--- config.mk ---
export PLATFORM = sky130hd
export DESIGN_NAME = rv32v_memory_stage
export DESIGN_NICKNAME = d
export VERILOG_FILES = /design/src/source/rv32v_types_pkg.sv /design/src/source/address_scheduler.sv /design/src/source/rv32v_memory_stage.sv
export VERILOG_INCLUDE_DIRS = /design/src /design/src/source
export SDC_FILE = /design/constraint.sdc
export NUM_CORES = 1
export LEC_CHECK = 0
export BUFFER_PORTS_ARGS = -buffer_cell sky130_fd_sc_hd__buf_2
export CAP_MARGIN = 20
export CORE_AREA = 5 5 165 167
export CTS_CLUSTER_SIZE = 28
export DETAILED_ROUTE_END_ITERATION = 10
export DIE_AREA = 0 0 170 172
export GPL_TIMING_DRIVEN = 0
export REMOVE_ABC_BUFFERS = 1
export SLEW_MARGIN = 25
export SYNTH_ARGS = -nofsm -noshare
export SYNTH_HDL_FRONTEND = slang
export SYNTH_SLANG_ARGS = --single-unit
--- constraint.sdc ---
create_clock -name CLK -period 4.6 [get_ports CLK]
set_input_delay 0 -clock CLK [delete_from_list [all_inputs] [get_ports CLK]]
set_output_delay 0 -clock CLK [all_outputs]
set_load 0.05 [all_outputs]
--- src/source/rv32v_settings.svh ---
`ifndef RV32V_SETTINGS_SVH
`define RV32V_SETTINGS_SVH

// Data and address width
`define RV32V_WORD_W 32

// Cache model depth in words
// Word index is addr[..:2] modulo this depth
`define RV32V_DMEM_WORDS 256

// Cycles from access start to dhit, dhit included
`define RV32V_DCACHE_LAT 2

// Vector register length in bytes
`define RV32V_VLENB 16

`endif

--- src/source/rv32v_types_pkg.sv ---
`default_nettype none

`include "rv32v_settings.svh"

package rv32v_types_pkg;

  typedef logic [`RV32V_WORD_W-1:0]   word_t;      // Data or address word
  typedef logic [`RV32V_WORD_W/8-1:0] byte_ena_t;  // One bit per byte lane
  typedef logic [4:0]                 woffset_t;   // Writeback register offset

  // Element width, codes above SEW32 behave as SEW32
  typedef enum logic [2:0] {
    SEW8  = 3'd0,
    SEW16 = 3'd1,
    SEW32 = 3'd2
  } sew_t;

  // Register group multiplier, vtype[5:3]
  typedef enum logic [2:0] {
    LMUL1     = 3'd0,
    LMUL2     = 3'd1,
    LMUL4     = 3'd2,
    LMUL8     = 3'd3,
    LMUL_RSVD = 3'd4,
    LMUL_F8   = 3'd5,  // Fractional
    LMUL_F4   = 3'd6,
    LMUL_F2   = 3'd7
  } vlmul_t;

  // Address scheduler FSM
  typedef enum logic [2:0] {
    IDLE   = 3'd0,
    LANE0  = 3'd1,
    LANE1  = 3'd2,
    DONE   = 3'd3,
    EXCEPT = 3'd4   // Misaligned element, wait for returnex
  } as_state_t;

endpackage

`default_nettype wire

--- src/source/address_scheduler.sv ---
`default_nettype none

`include "rv32v_settings.svh"

module address_scheduler (
  input  logic                       CLK,
  input  logic                       nRST,
  input  rv32v_types_pkg::word_t     addr0,
  input  rv32v_types_pkg::word_t     addr1,
  input  rv32v_types_pkg::word_t     storedata0,
  input  rv32v_types_pkg::word_t     storedata1,
  input  rv32v_types_pkg::sew_t      sew,
  input  logic                       load,
  input  logic                       store,
  input  logic                       dhit,
  input  logic                       returnex,
  output rv32v_types_pkg::word_t     final_addr,
  output rv32v_types_pkg::word_t     final_storedata,
  output rv32v_types_pkg::byte_ena_t byte_ena,
  output logic                       ren,
  output logic                       wen,
  output logic                       busy,
  output logic                       exception,
  output logic                       arrived0
);

  rv32v_types_pkg::as_state_t state, next_state;
  rv32v_types_pkg::word_t     lane_addr, lane_data;
  logic ignore_req;  // Request still held from the access just finished
  logic req, in_lane, misaligned, lane1_sel;

  // Element alignment check for one address
  function automatic logic is_misaligned(input rv32v_types_pkg::word_t a,
                                         input rv32v_types_pkg::sew_t s);
    case (s)
      rv32v_types_pkg::SEW8:  is_misaligned = 1'b0;
      rv32v_types_pkg::SEW16: is_misaligned = a[0];
      default:                is_misaligned = |a[1:0];  // SEW32 and unused codes
    endcase
  endfunction

  assign req        = (load | store) & ~ignore_req;
  assign misaligned = is_misaligned(addr0, sew) | is_misaligned(addr1, sew);
  assign in_lane    = (state == rv32v_types_pkg::LANE0) || (state == rv32v_types_pkg::LANE1);

  // Lane 1 from its own state through DONE, so the latch sees its word
  assign lane1_sel = (state == rv32v_types_pkg::LANE1) || (state == rv32v_types_pkg::DONE);
  assign lane_addr = lane1_sel ? addr1 : addr0;
  assign lane_data = lane1_sel ? storedata1 : storedata0;

  assign final_addr      = {lane_addr[`RV32V_WORD_W-1:2], 2'b00};  // Word aligned
  assign final_storedata = lane_data << {lane_addr[1:0], 3'b000};  // Into addressed bytes

  always_comb begin
    case (sew)
      rv32v_types_pkg::SEW8:  byte_ena = rv32v_types_pkg::byte_ena_t'(1) << lane_addr[1:0];
      rv32v_types_pkg::SEW16: byte_ena = rv32v_types_pkg::byte_ena_t'(3) << {lane_addr[1], 1'b0};
      default:                byte_ena = '1;
    endcase
  end

  // Load wins if both strobes are up
  assign ren = in_lane & load;
  assign wen = in_lane & store & ~load;

  // Busy from the request cycle on, low again in DONE
  assign busy      = in_lane || ((state == rv32v_types_pkg::IDLE) && req && !misaligned);
  assign exception = (state == rv32v_types_pkg::EXCEPT);
  assign arrived0  = (state == rv32v_types_pkg::LANE0) && dhit;  // Lane 0 data valid

  always_comb begin
    next_state = state;
    case (state)
      rv32v_types_pkg::IDLE: begin
        if (req) begin
          next_state = misaligned ? rv32v_types_pkg::EXCEPT : rv32v_types_pkg::LANE0;
        end
      end
      rv32v_types_pkg::LANE0:  if (dhit) next_state = rv32v_types_pkg::LANE1;
      rv32v_types_pkg::LANE1:  if (dhit) next_state = rv32v_types_pkg::DONE;
      rv32v_types_pkg::DONE:   next_state = rv32v_types_pkg::IDLE;  // Latch takes result here
      rv32v_types_pkg::EXCEPT: if (returnex) next_state = rv32v_types_pkg::IDLE;
      default:                 next_state = rv32v_types_pkg::IDLE;
    endcase
  end

  always_ff @(posedge CLK, negedge nRST) begin
    if (!nRST) begin
      state      <= rv32v_types_pkg::IDLE;
      ignore_req <= 1'b0;
    end else begin
      state <= next_state;
      // Skip one IDLE cycle so the execute stage can move on
      ignore_req <= (state == rv32v_types_pkg::DONE) ||
                    ((state == rv32v_types_pkg::EXCEPT) && returnex);
    end
  end

endmodule

`default_nettype wire

--- src/source/rv32v_memory_stage.sv ---
`default_nettype none

module rv32v_memory_stage (
  input  logic                       CLK, nRST, returnex, stall_mem, flush_mem,
  input  rv32v_types_pkg::word_t     aluresult0, aluresult1,
  input  rv32v_types_pkg::word_t     storedata0, storedata1,
  input  rv32v_types_pkg::word_t     vl_in, vtype_in, dmemload,
  input  logic                       load, store, config_type,
  input  logic                       wen0_in, wen1_in, dhit,
  input  rv32v_types_pkg::woffset_t  woffset0_in, woffset1_in,
  output rv32v_types_pkg::word_t     wdat0, wdat1,
  output rv32v_types_pkg::word_t     dmemaddr, dmemstore, vl,
  output logic                       wen0, wen1, ren, wen,
  output logic                       busy_mem, exception_mem, vill,
  output rv32v_types_pkg::woffset_t  woffset0, woffset1,
  output rv32v_types_pkg::byte_ena_t byte_ena,
  output rv32v_types_pkg::sew_t      sew,
  output rv32v_types_pkg::vlmul_t    lmul
);

  rv32v_types_pkg::word_t load_buf;    // Lane 0 element, already aligned
  rv32v_types_pkg::word_t lane1_data;
  rv32v_types_pkg::word_t wdat0_n, wdat1_n;
  rv32v_types_pkg::word_t vtype;
  logic arrived0;

  // Element to bit 0, zero extended to SEW
  function automatic rv32v_types_pkg::word_t align_load(input rv32v_types_pkg::word_t w,
                                                        input logic [1:0] off,
                                                        input rv32v_types_pkg::sew_t s);
    rv32v_types_pkg::word_t shifted;
    shifted = w >> {off, 3'b000};
    case (s)
      rv32v_types_pkg::SEW8:  align_load = rv32v_types_pkg::word_t'(shifted[7:0]);
      rv32v_types_pkg::SEW16: align_load = rv32v_types_pkg::word_t'(shifted[15:0]);
      default:                align_load = shifted;
    endcase
  endfunction

  address_scheduler sched (
    .CLK             (CLK),
    .nRST            (nRST),
    .addr0           (aluresult0),
    .addr1           (aluresult1),
    .storedata0      (storedata0),
    .storedata1      (storedata1),
    .sew             (sew),          // From CSR
    .load            (load),
    .store           (store),
    .dhit            (dhit),
    .returnex        (returnex),
    .final_addr      (dmemaddr),
    .final_storedata (dmemstore),
    .byte_ena        (byte_ena),
    .ren             (ren),
    .wen             (wen),
    .busy            (busy_mem),
    .exception       (exception_mem),
    .arrived0        (arrived0)
  );

  // Lane 0 arrives first, hold it until lane 1 is done
  always_ff @(posedge CLK) begin
    if (arrived0) load_buf <= align_load(dmemload, aluresult0[1:0], sew);
  end

  assign lane1_data = align_load(dmemload, aluresult1[1:0], sew);  // Valid in DONE
  assign wdat0_n    = load ? load_buf : aluresult0;
  assign wdat1_n    = load ? lane1_data : aluresult1;

  // Writeback latch, flush over stall
  always_ff @(posedge CLK, negedge nRST) begin
    if (!nRST) begin
      wdat0 <= '0;
      wdat1 <= '0;
      wen0 <= 1'b0;
      wen1 <= 1'b0;
      woffset0 <= '0;
      woffset1 <= '0;
    end else if (flush_mem) begin
      wdat0 <= '0;
      wdat1 <= '0;
      wen0 <= 1'b0;
      wen1 <= 1'b0;
      woffset0 <= '0;
      woffset1 <= '0;
    end else if (!stall_mem) begin
      wdat0 <= wdat0_n;
      wdat1 <= wdat1_n;
      wen0 <= wen0_in;
      wen1 <= wen1_in;
      woffset0 <= woffset0_in;
      woffset1 <= woffset1_in;
    end
  end

  // vl and vtype, written by config instructions
  always_ff @(posedge CLK, negedge nRST) begin
    if (!nRST) begin
      vl    <= '0;
      vtype <= '0;  // SEW8 out of reset
    end else if (config_type) begin
      vl    <= vl_in;
      vtype <= vtype_in;
    end
  end

  assign sew  = rv32v_types_pkg::sew_t'(vtype[2:0]);
  assign lmul = rv32v_types_pkg::vlmul_t'(vtype[5:3]);
  assign vill = vtype[31];  // Illegal config flag

endmodule

`default_nettype wire

==> results.cfg <==
[finish]
multiInputGateArea_sq_um = 4570
drive_above_1_share_pct = 34.7
fillCellCount = 2358
final_nets = 1692
regArea_sq_um = 3940
areaGrowthSynthToFinish_pct = 46.7

[timing]
fin_skew_ps = 14.5
slew_viol_final = 0
worst_slew_pin_slew_ps = 1070
finalSetupViolCount = 0
fin_setup_tns_ps = 0
period_minus_slack_ps = 3170
max_slew_margin_pct = 28.4
grt_setup_unrepaired = false
hold_viol_final = 0
max_freq_mhz = 315
period_share_pct = 69.0

[setup_path]
cp-endpoint = byte_ena[2]
startpoint = sched.state[1]$_DFFE_PN0P_
regToRegSetupSlack_ps = 2180
rr_worst_depth = 5
crit_required_ps = 4600
crit_slowest_cell = nor2b_4
r2r-end = wdat1[14]$_DFFE_PN0P_
crit_cells = 6
crit_path_max_incr_delay_ps = 620
crit_family = simple AND/OR/NAND/NOR gates
arrival_ps = 3170
worstSetupPathType = reg -> out
worstReg2RegStart = vtype[1]$_DFFE_PN0P_
crit_chain = nor2b_4 > buf_12 > mux2i_4 > nor2_1 > o21ai_0 > buf_2
critPathBufInv = 2
path_max_fanout = 24
end_kind = output port
worstSetupStartpointType = register

[route]
dr.first_iter.drc_count = 635
drtAntennaViolNets = 0
wl_per_cell_um = 19.4
drt_pass1_iterations = 5
num_vias = 9171
vias_per_cell = 5.10
drc = 0
wirelength_um = 34900

[pwr]
switching_share_pct = 44.9
power_frac_comb_pct = 43.9
irDropWorstVdd_v = 0.000291
pwr-share-clk_pct = 26.1
pwr_density_cell_nw_per_um2 = 406
sequentialPowerShare_pct = 30.0
p_sw_uw = 2390
p_int_uw = 2930
power_uw = 5320
p_leak_uw = 0.00659

[clock_network]
clk_transition_reported_paths_ps = 70
clk_path_buf_depth = 2
postCtsSetupBuffers = 0
clock_latency_ps = 430
cts_buffers = 17
htree_levels = 4
cts.sinks = 151
cts_hold_buf = 133
ctsResizeCount = 0
cts_tree = done
cts_root_buffer = clkbuf_16

[yosys]
synth_compound_area_share_pct = 12.6
ys.flop_type = dfrtp_1
ys_top_cells_by_count = nor2_1 (142), mux2i_1 (131), nand2_1 (128), dfrtp_1 (119), a21oi_1 (62)
synth_top_family_by_area = multiplexers
post-synth-top-area-fraction_pct = 33.3
yosys-top-cells-area = dfrtp_1 (33%), mux2i_1 (15%), edfxtp_1 (11%), mux2_2 (6.0%), nor2_1 (6.0%)
synth-edff-count = 32
ys_types = 46
synth.mux.area_fraction_pct = 21.1
yosys_warnings = 0
ys_ff_latch = 151
synth.most_common_cell = nor2_1
ys_seq_area_share_pct = 44.0
syn_area_per_cell_sq_um = 9.35
synthArstFlopShare_pct = 78.8
synth.cell_area_sq_um = 8950
synth_fa_ha_area_share_pct = 0
synth_xor_area_share_pct = 0.0979
synth-simple-area-share_pct = 17.0
syn_inst = 957
synth.largest_area_cell = dfrtp_1

[die]
core_sq_um = 25600
fp.dieW_um = 170
placementRows = 59
die-area_sq_um = 29200
initial_core_util_pct = 34.9
die_h_um = 172
io_pins = 432

[place]
routabilityCongestion = 0.865
portBuffers = 404
dp.final_hpwl_um = 24400

[hold_path]
hp-class = in -> reg

[global_route]
grt_max_degree = 74
grt_pass1_wl_um = 52100
gr-total-overflow = 0
first_global_vias = 9422
grt.total_usage_pct = 22.9
antenna_found_initial = 0

[job]
drv_cap = 0

[outcome]
status = finished clean
==> sequential cells by signal, summed over array words and instances, names as in the netlist <==
signal / cells
vtype: 7
sched.state: 3
vl: 32
wdat0: 32
wen0: 1
wdat1: 32
woffset1: 5
wen1: 1
sched.ignore_req: 1
load_buf: 32
woffset0: 5
==> worst reg2reg max path, stage by stage (launching register included) <==
cell and delay [ps]:
dfrtp_1 470, nor3_4 670, a211oi_2 360, o21ai_0 140, o21ai_0 90, dlygate4sd3_1 570
==> stage by stage <==
step	std cells	utilization [%]	area [sq um]	setup WS, ps	hold slack (ps)
3_5_place_dp	1630	43.8	11200	1740	10.2
4_1_cts	1794	51.2	13100	1340	1.80
6_report	1797	51.2	13100	1430	14.3
5_1_grt	1794	51.2	13100	1140	20.9
3_3_place_gp	1620	42.9	11000	-590	232
2_1_floorplan	881	-	8560	801	-296
==> logic make-up (layout without fill, tap and decap cells) <==
logic type      after synthesis  after routing
mux                         181            181
simple gates                348            348
other cells                   1              5
compound gates              180            180
buf+inv                      95            596
xor+xnor                      1              1
flops                       151            151
==> power groups by stage <==
stage	Sequential [uW]	Clock, uW	Combinational, uW
2_1_floorplan	1890	0	1230
3_3_place_gp	1620	0	2200
3_5_place_dp	1620	0	2240
4_1_cts	1600	1420	2340
5_1_grt	1610	1470	2490
6_report	1600	1390	2340
==> layout by cell type (no fill, tap or decap), types with 9 or more instances in the layout <==
master	netlist	final
dlygate4sd3_1	0	133
clkbuf_16	0	17
nor2b_1	30	29
a21oi_1	62	62
dfrtp_1	119	119
nor3_1	12	11
mux2_2	48	48
nand2_1	128	128
nor2_1	142	141
o21ai_0	43	43
and2_1	10	10
mux2i_1	131	131
a211oi_1	17	17
edfxtp_1	32	32
nor3b_1	9	9
nand3_1	9	9
buf_2	30	398
a31oi_1	9	9
inv_1	16	16
==> routing by layer <==
| layer | track usage, % | vias up | part of all wire (%) |
|---|---|---|---|
| li1 | - | 4347 | - |
| met1 | 27.6 | 4402 | 40 |
| met2 | 39.7 | 366 | 50 |
| met3 | 5.08 | 56 | 6.8 |
| met4 | 9.51 | 0 | 3.2 |
| met5 | 0 | - | 0 |
==> worst min path at each step <==
stage / startpoint / endpoint / slack, ps / depth (start not counted)
global placement: vl_in[20] / vl[20]$_DFFE_PN0P_ / 230 / 2
finish: aluresult0[9] / wdat0[9]$_DFFE_PN0P_ / 10 / 5
floorplan: nRST / sched.ignore_req$_DFF_PN0_ / -300 / 0
global route: dmemload[24] / load_buf[24]$_DFFE_PP_ / 20 / 2
detailed placement: nRST / woffset0[4]$_DFFE_PN0P_ / 10 / 1
CTS: aluresult0[22] / wdat0[22]$_DFFE_PN0P_ / 2 / 5
==> area by class of cell <==
| cell class | instances | share of cell area (%) |
|---|---|---|
| inverters | 18 | 0.515 |
| clock inverters | 13 | 1.03 |
| repair buffers | 547 | 27.1 |
| diodes | 3 | 0.0572 |
| multi-input cells | 712 | 34.8 |
| flip-flops and latches | 151 | 30.0 |
| well taps | 335 | 3.19 |
| clock buffers | 18 | 3.27 |
Power figures use the tool's default switching activity.
